--- src/little_computer_pkg.sv ---
package little_computer_pkg;

	// Data path and memory sizes
	localparam int word_width = 16;
	localparam int addr_width = 8;
	localparam int mem_depth = 256;
	localparam int reg_count = 8;

	// 50 MHz / 115200 baud
	localparam int clks_per_bit = 434;
	localparam int baud_cnt_width = $clog2(clks_per_bit);

	// Free-running step rate, one step every step_div clocks
	localparam int step_div = 64;
	localparam int step_div_width = $clog2(step_div);

	// Opcodes in bits 15..12, unlisted codes run as no-ops
	typedef enum logic [3:0] {
		op_add  = 4'h0,
		op_sub  = 4'h1,
		op_and  = 4'h2,
		op_ldi  = 4'h3,
		op_ld   = 4'h4,
		op_st   = 4'h5,
		op_beqz = 4'h6,
		op_halt = 4'h7
	} opcode_t;

	typedef enum logic {
		cpu_run,
		cpu_halted
	} cpu_state_t;

	typedef enum logic [1:0] {
		rx_idle,
		rx_start,
		rx_data,
		rx_stop
	} rx_state_t;

endpackage

--- src/uart_rx.sv ---
`timescale 1ns/1ns

module uart_rx import little_computer_pkg::*; (
	input  logic       MAX10_CLK1_50,
	input  logic       rst,
	input  logic       uart_line,
	output logic [7:0] rx_byte,
	output logic       rx_valid
);

	logic line_s1;
	logic line_s2;
	logic line_s3;
	rx_state_t state;
	logic [baud_cnt_width-1:0] cnt;
	logic [2:0] bit_idx;
	logic [7:0] shift;

	logic bit_end;
	logic half_end;

	assign bit_end = (cnt == baud_cnt_width'(clks_per_bit - 1));
	assign half_end = (cnt == baud_cnt_width'(clks_per_bit / 2 - 1));
	assign rx_byte = shift;

	// A start needs a real falling edge, so a frame with a low stop bit
	// cannot re-trigger until the line has gone high again
	always_ff @(posedge MAX10_CLK1_50 or negedge rst) begin
		if (!rst) begin
			line_s1 <= 1'b1;
			line_s2 <= 1'b1;
			line_s3 <= 1'b1;
			state <= rx_idle;
			cnt <= '0;
			bit_idx <= '0;
			rx_valid <= 1'b0;
		end else begin
			line_s1 <= uart_line;
			line_s2 <= line_s1;
			line_s3 <= line_s2;
			rx_valid <= 1'b0;
			case (state)
				rx_idle: begin
					cnt <= '0;
					if (line_s3 && !line_s2)
						state <= rx_start;
				end
				rx_start: begin
					if (half_end) begin
						cnt <= '0;
						bit_idx <= '0;
						// Glitch shorter than half a bit
						state <= line_s2 ? rx_idle : rx_data;
					end else begin
						cnt <= cnt + 1'b1;
					end
				end
				rx_data: begin
					if (bit_end) begin
						cnt <= '0;
						bit_idx <= bit_idx + 1'b1;
						if (bit_idx == 3'd7)
							state <= rx_stop;
					end else begin
						cnt <= cnt + 1'b1;
					end
				end
				rx_stop: begin
					if (bit_end) begin
						cnt <= '0;
						rx_valid <= line_s2;
						state <= rx_idle;
					end else begin
						cnt <= cnt + 1'b1;
					end
				end
				default: state <= rx_idle;
			endcase
		end
	end

	// LSB first, so each new bit enters at the top
	always_ff @(posedge MAX10_CLK1_50) begin
		if (state == rx_data && bit_end)
			shift <= {line_s2, shift[7:1]};
	end

endmodule

--- config.mk ---
export PLATFORM = sky130hd
export DESIGN_NAME = uart_rx
export DESIGN_NICKNAME = d
export VERILOG_FILES = /design/src/little_computer_pkg.sv /design/src/uart_rx.sv
export SDC_FILE = /design/constraint.sdc
export NUM_CORES = 1
export LEC_CHECK = 0
export BUFFER_PORTS_ARGS = -buffer_cell sky130_fd_sc_hd__buf_2
export CAP_MARGIN = 15
export CORE_MARGIN = 2
export CORE_UTILIZATION = 40
export CTS_CLUSTER_DIAMETER = 30
export DETAILED_ROUTE_END_ITERATION = 10
export PLACE_DENSITY = 0.69
export SLEW_MARGIN = 20
export SYNTH_ARGS = -nofsm -noshare
export SYNTH_HDL_FRONTEND = slang
export SYNTH_SLANG_ARGS = --single-unit
--- constraint.sdc ---
create_clock -name MAX10_CLK1_50 -period 3.61 [get_ports MAX10_CLK1_50]
set_input_delay 0 -clock MAX10_CLK1_50 [delete_from_list [all_inputs] [get_ports MAX10_CLK1_50]]
set_output_delay 0 -clock MAX10_CLK1_50 [all_outputs]
set_load 0.02 [all_outputs]
==> tab_implementation.tex, run 1 <==
\begin{tabular}{lr}
\hline
Metric & Value \\
\hline
\multicolumn{2}{l}{\textbf{Status}} \\
\quad Run status & completed \\
\multicolumn{2}{l}{\textbf{Drt}} \\
\quad Total via count after detailed routing & 688 \\
\quad Routed WL & around 1.7 mm \\
\quad DR WL met3 & 100 um \\
\quad Routed length per instance & 12.9 um \\
\quad Via density per instance & 5.06 \\
\quad Detailed-route DRC error count & 0 \\
\quad Number of nets still failing antenna checks after routing & 0 \\
\quad Drt first pass iters & 4 \\
\quad Met2 routed WL & 860 um \\
\quad Highest routing layer actually used & met4 \\
\quad WL met1 & 773 um \\
\quad Starting DRC count in detailed routing & 8 \\
\multicolumn{2}{l}{\textbf{Synth}} \\
\quad Top\_reg\_cell synth & dfrtp\_1 \\
\quad Synth Area per Inst & approximately 13 sq um \\
\quad Area fraction of the dominant cell type after synthesis & around a third \\
\quad Netlist cell types & 29 \\
\quad Number of nets produced by synthesis & 97 \\
\quad Ranking of synthesized cells by instance count & dfrtp\_1 (15), nor2\_1 (10), edfxtp\_1 (8) \\
\quad Ranking of synthesized cells by area & dfrtp\_1 (33\%), edfxtp\_1 (21\%), dfstp\_2 (7.0\%) \\
\quad Gate count of the mapped netlist & 89 \\
\quad Post-synthesis cell type with the largest combined area & dfrtp\_1 \\
\quad Synth warn & 0 \\
\quad Netlist Area Pre-Place & 1130 sq um \\
\quad Post-synth EDFFs & 8 \\
\quad Register area share after synthesis & between 60\% and 70\% \\
\quad Leading cell type by number of instances after synthesis & dfrtp\_1 \\
\quad Post-synthesis async set-or-reset flop share & 69.2\% \\
\quad FF+latch count, synth & 26 \\
\multicolumn{2}{l}{\textbf{Clock tree}} \\
\quad Sink Count & 26 \\
\quad Deepest level of the CTS H-tree & 1 \\
\quad Clock transition at path regs & $\sim$140 ps \\
\quad Clock Root Buffer & clkbuf\_4 \\
\quad Cells resized by post-CTS repair & 0 \\
\quad Clock insertion delay at the later pin of the skew report & 320 ps \\
\quad TritonCTS clock tree & built \\
\quad Number of buffers created by CTS & 3 \\
\quad Clk buf depth & 2 \\
\multicolumn{2}{l}{\textbf{Placed design}} \\
\quad Sum of net half-perimeters after detailed placement & around 1.3 mm \\
\quad Post-place instance area & between 1000 and 1500 sq um \\
\quad Weighted congestion reported at the end of routability-driven placement & about 0.79 \\
\quad IO Port Bufs & 11 \\
\multicolumn{2}{l}{\textbf{Critical path}} \\
\quad Crit path launch & cnt[1]\$\_DFF\_PN0\_ \\
\quad Crit-path max FO & 8 \\
\quad Origin of the critical flop-to-flop path & cnt[1]\$\_DFF\_PN0\_ \\
\quad Reg2Reg Depth & 5 \\
\quad Worst Setup EP & rx\_byte[4]\$\_DFFE\_PP\_ \\
\quad Type of destination of the critical path & flop \\
\quad Startpoint-to-endpoint class of the critical path & flop to flop \\
\quad Worst reg2reg path endpoint & rx\_byte[4]\$\_DFFE\_PP\_ \\
\quad Required arrival time at the worst endpoint & between 3000 and 4000 ps \\
\quad Critical Path AT & approximately 1700 ps \\
\quad Slack of the worst reg-to-reg path & 1970 ps \\
\quad Category of the worst setup path launch point & flop \\
\multicolumn{2}{l}{\textbf{Power}} \\
\quad Pwr/cell area & between 400 and 500 nW/um\^{}2 \\
\quad Worst vdd rail ir drop & roughly 330 uV \\
\quad Final Total Pwr & 531 uW \\
\quad Share of total power in the clock network & around 37\% \\
\quad Internal power consumption & around 430 uW \\
\quad Part of the power in combinational logic & 4.2\% \\
\quad Register share of total power & 58.8\% \\
\quad Net switching share of the total power & a little under a fifth \\
\quad Net switching power & 102 uW \\
\quad Static Leakage & 0.000538 uW \\
\multicolumn{2}{l}{\textbf{Global route}} \\
\quad First-pass GRT wire length & roughly 3.1 mm \\
\quad Antenna violations before repair & 0 \\
\quad Total track usage & between 10\% and 20\% \\
\quad Via count of the first global-routing pass & between 600 and 700 \\
\quad Pin count of the biggest net entering global routing & 19 \\
\quad Congestion Overflow GR & 0 \\
\multicolumn{2}{l}{\textbf{Cells and area}} \\
\quad Number of nets in the layout & approximately 110 \\
\quad Synthesis-to-finish area growth & 14.1\% \\
\quad Final core utilization & 47.6\% \\
\quad Final non-filler cell area & roughly 1300 sq um \\
\quad Fraction of final layout cells sized beyond drive strength 1 & roughly 23\% \\
\quad Diode insertion count for antenna repair & 0 \\
\multicolumn{2}{l}{\textbf{Floorplanning}} \\
\quad Number of placement rows & 19 \\
\quad Die Wd & between 50 and 60 um \\
\quad Effective utilization at floorplan & between 40\% and 50\% \\
\quad Ports & 12 \\
\quad Die height & between 50 and 60 um \\
\quad Overall die area & between 3000 and 4000 sq um \\
\quad Placeable core region & 2710 sq um \\
\multicolumn{2}{l}{\textbf{STA}} \\
\quad Max-slew violation total from the final report & 0 \\
\quad Fin crit share & 45.5\% \\
\quad Setup repair after global routing missed its margin & no \\
\quad Maximum clock skew at final layout & $\sim$4.5 ps \\
\quad Hold Fails Final Rpt & 0 \\
\quad Relative max-transition margin & between 70\% and 80\% \\
\quad Slew @ Worst Pin & between 400 and 500 ps \\
\quad Highest attainable clock frequency & between 0.6 and 0.7 GHz \\
\quad Setup-failing EPs final & 0 \\
\quad Post-route minimum period & between 1500 and 2000 ps \\
\quad Hold\_ws & around 110 ps \\
\quad Total Negative Setup Slacks & 0 ps \\
\multicolumn{2}{l}{\textbf{Min path}} \\
\quad Worst min-delay path category & input port to async pin \\
\multicolumn{2}{l}{\textbf{Flow run}} \\
\quad Maximum Capacitance Violations & 0 \\
\hline
\end{tabular}
logic make-up (layout without fill, tap and decap cells):
family	Yosys count	in the layout	synth area share, %
AO/OA/AOI/OAI	10	10	6.76
XOR/XNOR	6	6	4.65
adder cells (fa/ha/maj)	5	5	5.54
buffers and inverters	6	22	2.33
flip-flops	26	26	61.5
AND/OR/NAND/NOR	36	36	19.3
power by group through the flow:
stage | registers, uW | clock network (uW) | logic, uW
after floorplan | 317 | 0 | 13.1
after global placement | 318 | 0 | 20.6
after detailed placement | 318 | 0 | 21.4
after CTS | 312 | 202 | 23.2
after global routing | 313 | 216 | 26.4
final | 312 | 197 | 22.4
sequential cells by signal, summed over array words and instances, names as in the netlist, named ones only:
name / flops
rx_valid: 1
bit_idx: 3
rx_byte: 8
line_s1: 1
line_s2: 1
state: 1
line_s3: 1
cnt: 9
worst min-delay path by stage:
| stage | endpoint | slack [ps] | cells after the start |
|---|---|---|---|
| global placement | cnt[7]$_DFF_PN0_ | -60 | 1 |
| finish | cnt[5]$_DFF_PN0_ | 110 | 2 |
| CTS | cnt[5]$_DFF_PN0_ | 120 | 2 |
| floorplan | async pin | -300 | 0 |
| global route | cnt[5]$_DFF_PN0_ | 130 | 2 |
| detailed placement | cnt[5]$_DFF_PN0_ | -50 | 1 |
repair_timing:
| item | 4_1_cts | 5_1_grt |
|---|---|---|
| setup buffers | 0 | 0 |
| hold endpoints to repair | 19 | 0 |
| hold buffers | 2 | 0 |
per-stage QoR:
step | worst slack [ps] | instances
2_1_floorplan | 2110 | 89
3_3_place_gp | 2040 | 130
3_5_place_dp | 1970 | 130
4_1_cts | 1960 | 136
5_1_grt | 1830 | 136
6_report | 1970 | 136
layer usage:
| layer | up-vias | global-route usage, % |
|---|---|---|
| li1 | 343 | - |
| met1 | 326 | 15.2 |
| met2 | 17 | 21.5 |
| met3 | 2 | 4.99 |
| met4 | 0 | 1.99 |
| met5 | - | 0 |
critical path: stages, from the launching register on:
cell and delay, ps:
dfrtp_1 420, inv_1 80, ha_1 130, and4bb_2 290
nand4_4 140, inv_1 270
layout by cell type (no fill, tap or decap), types with 3 or more instances in the layout:
master    synthesis  routed
buf_2             0      11
clkbuf_4          0       3
dfrtp_1          15      15
dfstp_2           3       3
edfxtp_1          8       8
ha_1              5       5
inv_1             5       5
nand2_1           6       6
nand3_1           4       4
nor2_1           10      10
nor2b_1           3       3
o21ai_0           4       4
xnor2_1           3       3
xor2_1            3       3
final cells by class:
cell class / count / area, sq um
well taps: 31 / 38.8
clock buffers: 3 / 22.5
clock inverters: 1 / 30.0
multi-input cells: 57 / 409
inverters: 5 / 18.8
flip-flops and latches: 26 / 694
repair buffers: 13 / 75.1
fillers: 265 / 1420
No activity file was read; power rests on OpenSTA's default activity.
==> run 2: changes to the inputs <==
- PLACE_DENSITY: 0.69 -> 0.71
- clock period: 3.61 -> 1.4 ns (I/O delays scaled with it)
==> run 2 against run 1 <==
Compared with the run above:
- the flow now finishes with violations (negative setup slack)
- hold slack worse by 4.6 ps
- clock-buffer cell count did not move
- routed wire length up 18%
- sequential share of layout area is 6.2 points lower
- flip-flop and latch count unchanged
- final area rose by 13%
- clock skew is 2.1 ps higher
- sequential power grew to 2.6 times the previous value
- non-clock buffer count grew 12
- fmax grew 9.6%
- critical path depth increased by 1
==> tab_implementation.tex, run 2 (synthesized netlist as in run 1, its figures left out) <==
\begin{tabular}{lr}
\hline
Metric & Value \\
\hline
\multicolumn{2}{l}{\textbf{Cells and area}} \\
\quad Most frequent standard cell in the layout excluding fill and tap cells & dfrtp\_1 \\
\quad Synthesis-to-finish area growth & 28.8\% \\
\quad Flip-flop count of the largest register after layout & 9 (unchanged) \\
\quad Register with the most flip-flops & cnt \\
\quad Final core utilization & 53.7\% (+6.1 points) \\
\quad Number of nets in the layout & 127 (+11\%) \\
\quad Diode insertion count for antenna repair & 0 (unchanged) \\
\quad Commonest non-fill, non-tap cells in the layout & dfrtp\_1 (15), buf\_2 (11), buf\_4 (10) \\
\quad Fraction of final layout cells sized beyond drive strength 1 & 41.5\% (+19 points) \\
\quad Final non-filler cell area & 1460 sq um (+13\%) \\
\multicolumn{2}{l}{\textbf{Drt}} \\
\quad Total via count after detailed routing & 779 (+13\%) \\
\quad Drt first pass iters & 4 (unchanged) \\
\quad Routed length per instance & 13.8 um (+7.3\%) \\
\quad Routed WL & 2.06 mm (+18\%) \\
\quad Via density per instance & 5.23 (+3.3\%) \\
\quad Starting DRC count in detailed routing & 10 (+2) \\
\quad Number of nets still failing antenna checks after routing & 0 (unchanged) \\
\quad Detailed-route DRC error count & 0 (unchanged) \\
\multicolumn{2}{l}{\textbf{Global route}} \\
\quad Pin count of the biggest net entering global routing & 19 (unchanged) \\
\quad Antenna violations before repair & 0 (unchanged) \\
\quad Total track usage & 14.0\% (+1.5 points) \\
\quad Congestion Overflow GR & 0 (unchanged) \\
\quad First-pass GRT wire length & 3.57 mm (+14\%) \\
\quad Via count of the first global-routing pass & 797 (+14\%) \\
\multicolumn{2}{l}{\textbf{Critical path}} \\
\quad Type of destination of the critical path & flop \\
\quad CP peak stage delay & 430 ps (about the same) \\
\quad Crit-path max FO & 5 (-3) \\
\quad Reg2Reg Depth & 6 (+1) \\
\quad Critical path depth in cells & 6 (+1) \\
\quad Crit path launch & cnt[0]\$\_DFF\_PN0\_ \\
\quad Startpoint-to-endpoint class of the critical path & flop to flop \\
\quad Category of the worst setup path launch point & flop \\
\quad Slack of the worst reg-to-reg path & -100 ps (-2070 ps) \\
\quad Worst Setup EP & cnt[3]\$\_DFF\_PN0\_ \\
\quad Critical Path AT & 1720 ps (+60 ps) \\
\quad Origin of the critical flop-to-flop path & cnt[0]\$\_DFF\_PN0\_ \\
\quad Required arrival time at the worst endpoint & 1620 ps (-2010 ps) \\
\quad Ordered list of cells on the worst path & inv\_1 -> ha\_1 -> and4bb\_2 -> nand3\_4 -> a22oi\_2 -> nor2\_1 \\
\quad Cell family with the largest share of critical-path delay & flip-flops \\
\quad Count of buffering cells on the critical path with inverters included & 1 (-1) \\
\quad Worst reg2reg path endpoint & cnt[3]\$\_DFF\_PN0\_ \\
\quad Standard cell with the maximum stage delay on the critical path & dfrtp\_1 \\
\multicolumn{2}{l}{\textbf{Placed design}} \\
\quad Weighted congestion reported at the end of routability-driven placement & 0.813 (+2.2\%) \\
\quad Post-place instance area & 1310 sq um (+8.0\%) \\
\quad Sum of net half-perimeters after detailed placement & 1.51 mm (+16\%) \\
\quad IO Port Bufs & 11 (unchanged) \\
\multicolumn{2}{l}{\textbf{Floorplanning}} \\
\quad Number of placement rows & 19 (unchanged) \\
\quad Die height & 57.1 um (unchanged) \\
\quad Overall die area & 3270 sq um (unchanged) \\
\quad Ports & 12 (unchanged) \\
\quad Effective utilization at floorplan & 41.7\% (unchanged) \\
\quad Placeable core region & 2710 sq um (unchanged) \\
\quad Die Wd & 57.1 um (unchanged) \\
\multicolumn{2}{l}{\textbf{STA}} \\
\quad Setup repair after global routing missed its margin & yes \\
\quad Slew @ Worst Pin & 415 ps (-8.68 ps) \\
\quad Hold Fails Final Rpt & 0 (unchanged) \\
\quad Setup-failing EPs final & 20 (+20) \\
\quad Hold\_ws & 107 ps (-4.60 ps) \\
\quad Fin crit share & 107\% (+61 points) \\
\quad Max-slew violation total from the final report & 0 (unchanged) \\
\quad Setup ws final & -97.3 ps (-2070 ps) \\
\quad Highest attainable clock frequency & 0.668 GHz (+9.6\%) \\
\quad Total Negative Setup Slacks & -1500 ps (-1500 ps) \\
\quad Post-route minimum period & 1500 ps (-144 ps) \\
\quad Maximum clock skew at final layout & 6.56 ps (+2.10 ps) \\
\quad Relative max-transition margin & 72.4\% (+0.58 points) \\
\multicolumn{2}{l}{\textbf{Status}} \\
\quad Failing checks & negative setup slack \\
\quad Run status & finished, violations left \\
\multicolumn{2}{l}{\textbf{Clock tree}} \\
\quad Clock insertion delay at the later pin of the skew report & 330 ps (about the same) \\
\quad Clock transition at path regs & 150 ps (about the same) \\
\quad TritonCTS clock tree & built \\
\quad Number of buffers created by CTS & 3 (unchanged) \\
\quad Sink Count & 26 (unchanged) \\
\quad Deepest level of the CTS H-tree & 1 (unchanged) \\
\quad Clk buf depth & 2 (unchanged) \\
\quad Clock Root Buffer & clkbuf\_4 \\
\multicolumn{2}{l}{\textbf{Power}} \\
\quad Part of the power in combinational logic & 5.5\% (+1.3 points) \\
\quad Pwr/cell area & 963 nW/um\^{}2 (+130\%) \\
\quad Internal power consumption & 1120 uW (+160\%) \\
\quad Share of total power in the clock network & 37.0\% (about the same) \\
\quad Net switching power & 285 uW (+180\%) \\
\quad Static Leakage & 0.000650 uW (+21\%) \\
\quad Register share of total power & 57.4\% (-1.4 points) \\
\quad Worst vdd rail ir drop & 498 uV (+50\%) \\
\quad Net switching share of the total power & 20.3\% (+1.1 points) \\
\multicolumn{2}{l}{\textbf{Flow run}} \\
\quad Maximum Capacitance Violations & 0 (unchanged) \\
\multicolumn{2}{l}{\textbf{Min path}} \\
\quad Worst min-delay path category & input port to async pin \\
\hline
\end{tabular}
[run 2: changes by cell type in the layout (fill, tap and decap cells not counted), sizes merged]
cell / before / now
a22oi: 2 / 3
buf: 11 / 23
[run 2: layer usage]
layer	GRT usage, %	vias to the layer above	routed length (um)	share of wire (%)
met2	24.6	19	1070	52
met5	0	-	0	0
met1	17.7	383	881	43
li1	-	373	-	-
met4	3.99	0	21	1.0
met3	2.72	4	87	4.2
[run 2: per-stage QoR]
stage / worst slack, ps / instances / total power, uW
global route: -203 / 149 / 1460
finish: -97.3 / 149 / 1400
global placement: -72.2 / 142 / 880
CTS: -109 / 149 / 1410
detailed placement: -121 / 142 / 883
floorplan: -17.7 / 89 / 851
[run 2: worst min path at each step]
| stage | start | endpoint | slack, ps | depth (start not counted) |
|---|---|---|---|---|
| floorplan | rst | async pin | -300 | 0 |
| global placement | rst | cnt[7]$_DFF_PN0_ | -50 | 1 |
| detailed placement | rst | cnt[7]$_DFF_PN0_ | -50 | 1 |
| CTS | rst | cnt[1]$_DFF_PN0_ | 120 | 2 |
| global route | rst | cnt[0]$_DFF_PN0_ | 130 | 2 |
| finish | rst | cnt[0]$_DFF_PN0_ | 110 | 2 |
[run 2: final cells by class]
type | instances | area [sq um]
Tap cell | 31 | 38.8
Multi-Input combinational cell | 58 | 475
Timing Repair Buffer | 25 | 173
Sequential cell | 26 | 694
Fill cell | 260 | 1250
Clock inverter | 1 | 30.0
Clock buffer | 3 | 22.5
Inverter | 5 | 21.3
[run 2: what timing repair did]
action                                  CTS  global route
endpoints found under the setup margin   22            23
cloned                                    1             0
pin swaps                                14             4
gates resized for setup                  13             6
buffers inserted                          0             0
hold buffers                              2             0
endpoints found under the hold margin    19             0
[run 2: power groups by stage]
stage,clock (uW),sequential [uW],combinational (uW)
after detailed placement,0,819,63.7
after global placement,0,818,62.7
after global routing,561,806,87.5
after CTS,527,805,75.1
after floorplan,0,818,33.0
final,519,804,77.7
==> run 3: changes to the inputs <==
- SETUP_SLACK_MARGIN: default -> 0.1
==> run 3 against run 2 <==
Compared with the run above:
- highest routed layer is now met3
- via count decreased by 2.7%
- register-to-register slack worse by 50 ps
- die area is the same
- final area decreased by 3.4%
- final cell count decreased by 2.0%
- the flow still finishes with violations (negative setup slack)
- clock skew down 3.0 ps
- routed wire length up 4.7%
- critical path depth unchanged
- critical path type unchanged
==> tab_implementation.tex, run 3 (synthesized netlist as in run 1, its figures left out) <==
\begin{tabular}{lr}
\hline
Metric & Value \\
\hline
\multicolumn{2}{l}{\textbf{Status}} \\
\quad Run status & finished, violations left \\
\quad Failing checks & negative setup slack \\
\multicolumn{2}{l}{\textbf{Power}} \\
\quad Pwr/cell area & 990 nW/um\^{}2 (+2.8\%) \\
\quad Static Leakage & 0.000613 uW (-5.7\%) \\
\quad Worst vdd rail ir drop & 668 uV (+34\%) \\
\multicolumn{2}{l}{\textbf{Floorplanning}} \\
\quad Effective utilization at floorplan & 41.7\% (unchanged) \\
\quad Number of placement rows & 19 (unchanged) \\
\quad Ports & 12 (unchanged) \\
\quad Placeable core region & 2710 sq um (unchanged) \\
\quad Die height & 57.1 um (unchanged) \\
\quad Die Wd & 57.1 um (unchanged) \\
\quad Overall die area & 3270 sq um (unchanged) \\
\multicolumn{2}{l}{\textbf{Placed design}} \\
\quad Weighted congestion reported at the end of routability-driven placement & 0.857 (+5.4\%) \\
\quad Sum of net half-perimeters after detailed placement & 1.65 mm (+9.8\%) \\
\quad Post-place instance area & 1280 sq um (-2.3\%) \\
\quad IO Port Bufs & 11 (unchanged) \\
\multicolumn{2}{l}{\textbf{Clock tree}} \\
\quad Clock Root Buffer & clkbuf\_4 \\
\quad Sink Count & 26 (unchanged) \\
\quad Clock transition at path regs & 140 ps (about the same) \\
\quad Clock insertion delay at the later pin of the skew report & 320 ps (about the same) \\
\quad TritonCTS clock tree & built \\
\quad Clk buf depth & 2 (unchanged) \\
\quad Deepest level of the CTS H-tree & 1 (unchanged) \\
\quad Number of buffers created by CTS & 3 (unchanged) \\
\multicolumn{2}{l}{\textbf{STA}} \\
\quad Setup ws final & -144 ps (-46.4 ps) \\
\quad Hold Fails Final Rpt & 0 (unchanged) \\
\quad Setup-failing EPs final & 22 (+10\%) \\
\quad Setup repair after global routing missed its margin & yes \\
\quad Post-route minimum period & 1540 ps (+46.4 ps) \\
\quad Slew @ Worst Pin & 404 ps (-10.2 ps) \\
\quad Max-slew violation total from the final report & 0 (unchanged) \\
\quad Highest attainable clock frequency & 0.648 GHz (-3.0\%) \\
\quad Maximum clock skew at final layout & 3.58 ps (-2.98 ps) \\
\quad Relative max-transition margin & 73.0\% (+0.63 points) \\
\quad Fin crit share & 110\% (+3.3 points) \\
\multicolumn{2}{l}{\textbf{Cells and area}} \\
\quad Final core utilization & 51.9\% (-1.8 points) \\
\quad Final non-filler cell area & 1410 sq um (-3.4\%) \\
\quad Register with the most flip-flops & cnt \\
\quad Most frequent standard cell in the layout excluding fill and tap cells & dfrtp\_1 \\
\quad Fraction of final layout cells sized beyond drive strength 1 & 35.7\% (-5.9 points) \\
\quad Number of nets in the layout & 124 (-2.4\%) \\
\quad Flip-flop count of the largest register after layout & 9 (unchanged) \\
\quad Commonest non-fill, non-tap cells in the layout & dfrtp\_1 (15), buf\_2 (11), nor2\_1 (10) \\
\quad Synthesis-to-finish area growth & 24.5\% \\
\quad Diode insertion count for antenna repair & 0 (unchanged) \\
\multicolumn{2}{l}{\textbf{Critical path}} \\
\quad Reg2Reg Depth & 6 (unchanged) \\
\quad Standard cell with the maximum stage delay on the critical path & dfrtp\_1 \\
\quad Crit-path max FO & 5 (unchanged) \\
\quad Required arrival time at the worst endpoint & 1610 ps (about the same) \\
\quad Type of destination of the critical path & flop \\
\quad Critical Path AT & 1750 ps (+30 ps) \\
\quad Category of the worst setup path launch point & flop \\
\quad Startpoint-to-endpoint class of the critical path & flop to flop \\
\quad Ordered list of cells on the worst path & inv\_1 -> ha\_1 -> and4bb\_2 -> nand3\_4 -> a22oi\_2 -> nor2\_1 \\
\quad CP peak stage delay & 420 ps (about the same) \\
\multicolumn{2}{l}{\textbf{Drt}} \\
\quad Routed WL & 2.15 mm (+4.7\%) \\
\quad Routed length per instance & 14.7 um (+6.8\%) \\
\quad Detailed-route DRC error count & 0 (unchanged) \\
\quad Total via count after detailed routing & 758 (-2.7\%) \\
\quad Drt first pass iters & 4 (unchanged) \\
\quad Starting DRC count in detailed routing & 5 (-5) \\
\quad Number of nets still failing antenna checks after routing & 0 (unchanged) \\
\quad Via density per instance & 5.19 (-0.70\%) \\
\multicolumn{2}{l}{\textbf{Flow run}} \\
\quad Maximum Capacitance Violations & 0 (unchanged) \\
\multicolumn{2}{l}{\textbf{Global route}} \\
\quad Via count of the first global-routing pass & 824 (+3.4\%) \\
\quad Congestion Overflow GR & 0 (unchanged) \\
\quad Pin count of the biggest net entering global routing & 19 (unchanged) \\
\quad Total track usage & 14.6\% (+0.61 points) \\
\quad Antenna violations before repair & 0 (unchanged) \\
\quad First-pass GRT wire length & 3.69 mm (+3.5\%) \\
\multicolumn{2}{l}{\textbf{Min path}} \\
\quad Worst min-delay path category & input port to async pin \\
\hline
\end{tabular}
==> run 3: repair_timing <==
action	CTS	global route
hold buffers	2	0
resized for setup	6	5
endpoints found under the hold margin	19	0
pin swaps	5	3
setup buffers	1	0
cloned	1	0
setup endpoints to repair	23	23
==> run 3: worst paths after layout <==
check / slack [ps] / to / startpoint
max reg2reg: -140 / cnt[5]$_DFF_PN0_ / cnt[0]$_DFF_PN0_
min: 120 / cnt[7]$_DFF_PN0_ / rst
max: -140 / cnt[5]$_DFF_PN0_ / cnt[0]$_DFF_PN0_
min in group MAX10_CLK1_50: 310 / line_s1$_DFF_PN1_ / uart_line
min reg2reg: 370 / line_s2$_DFF_PN1_ / line_s1$_DFF_PN1_
max in group asynchronous: 950 / line_s1$_DFF_PN1_ / rst
==> run 3: final cells by class <==
class | instances | area [sq um]
Timing Repair Buffer | 22 | 143
Inverter | 5 | 23.8
Sequential cell | 26 | 694
Tap cell | 31 | 38.8
Fill cell | 246 | 1300
Multi-Input combinational cell | 58 | 454
Clock buffer | 3 | 22.5
Clock inverter | 1 | 30.0
==> run 3: through the flow <==
stage               setup slack, ps  setup TNS, ps  power, uW  std cells  hold slack, ps
floorplan                     -1.49          -1.49        851         89            -296
global placement              -67.2           -627        879        138           -55.2
detailed placement             -147          -2280        884        138           -47.4
CTS                            -154          -1840       1400        146             122
global route                   -227          -3260       1440        146             134
finish                         -144          -1580       1390        146             122
==> run 3: per-layer routing <==
metal  vias to the layer above  part of all wire, %  track usage (%)
li1                        366                    -                -
met1                       374                   44             17.9
met3                         0                  4.2             2.04
met5                         -                    0                0
met2                        18                   52             26.9
met4                         0                    0             3.99
==> run 3: power breakdown <==
group	internal (uW)	switching [uW]
Clock	289	223
Combinational	32.0	44.2
Sequential	795	8.61
Total	1120	276
==> run 3: critical path: cells and delay by family, from the launching register on <==
family / cells / cell delay, ps
AO/OA/AOI/OAI: 1 / 320
adder cells (fa/ha/maj): 1 / 150
buffers and inverters: 1 / 60
flip-flops: 1 / 420
AND/OR/NAND/NOR: 3 / 480
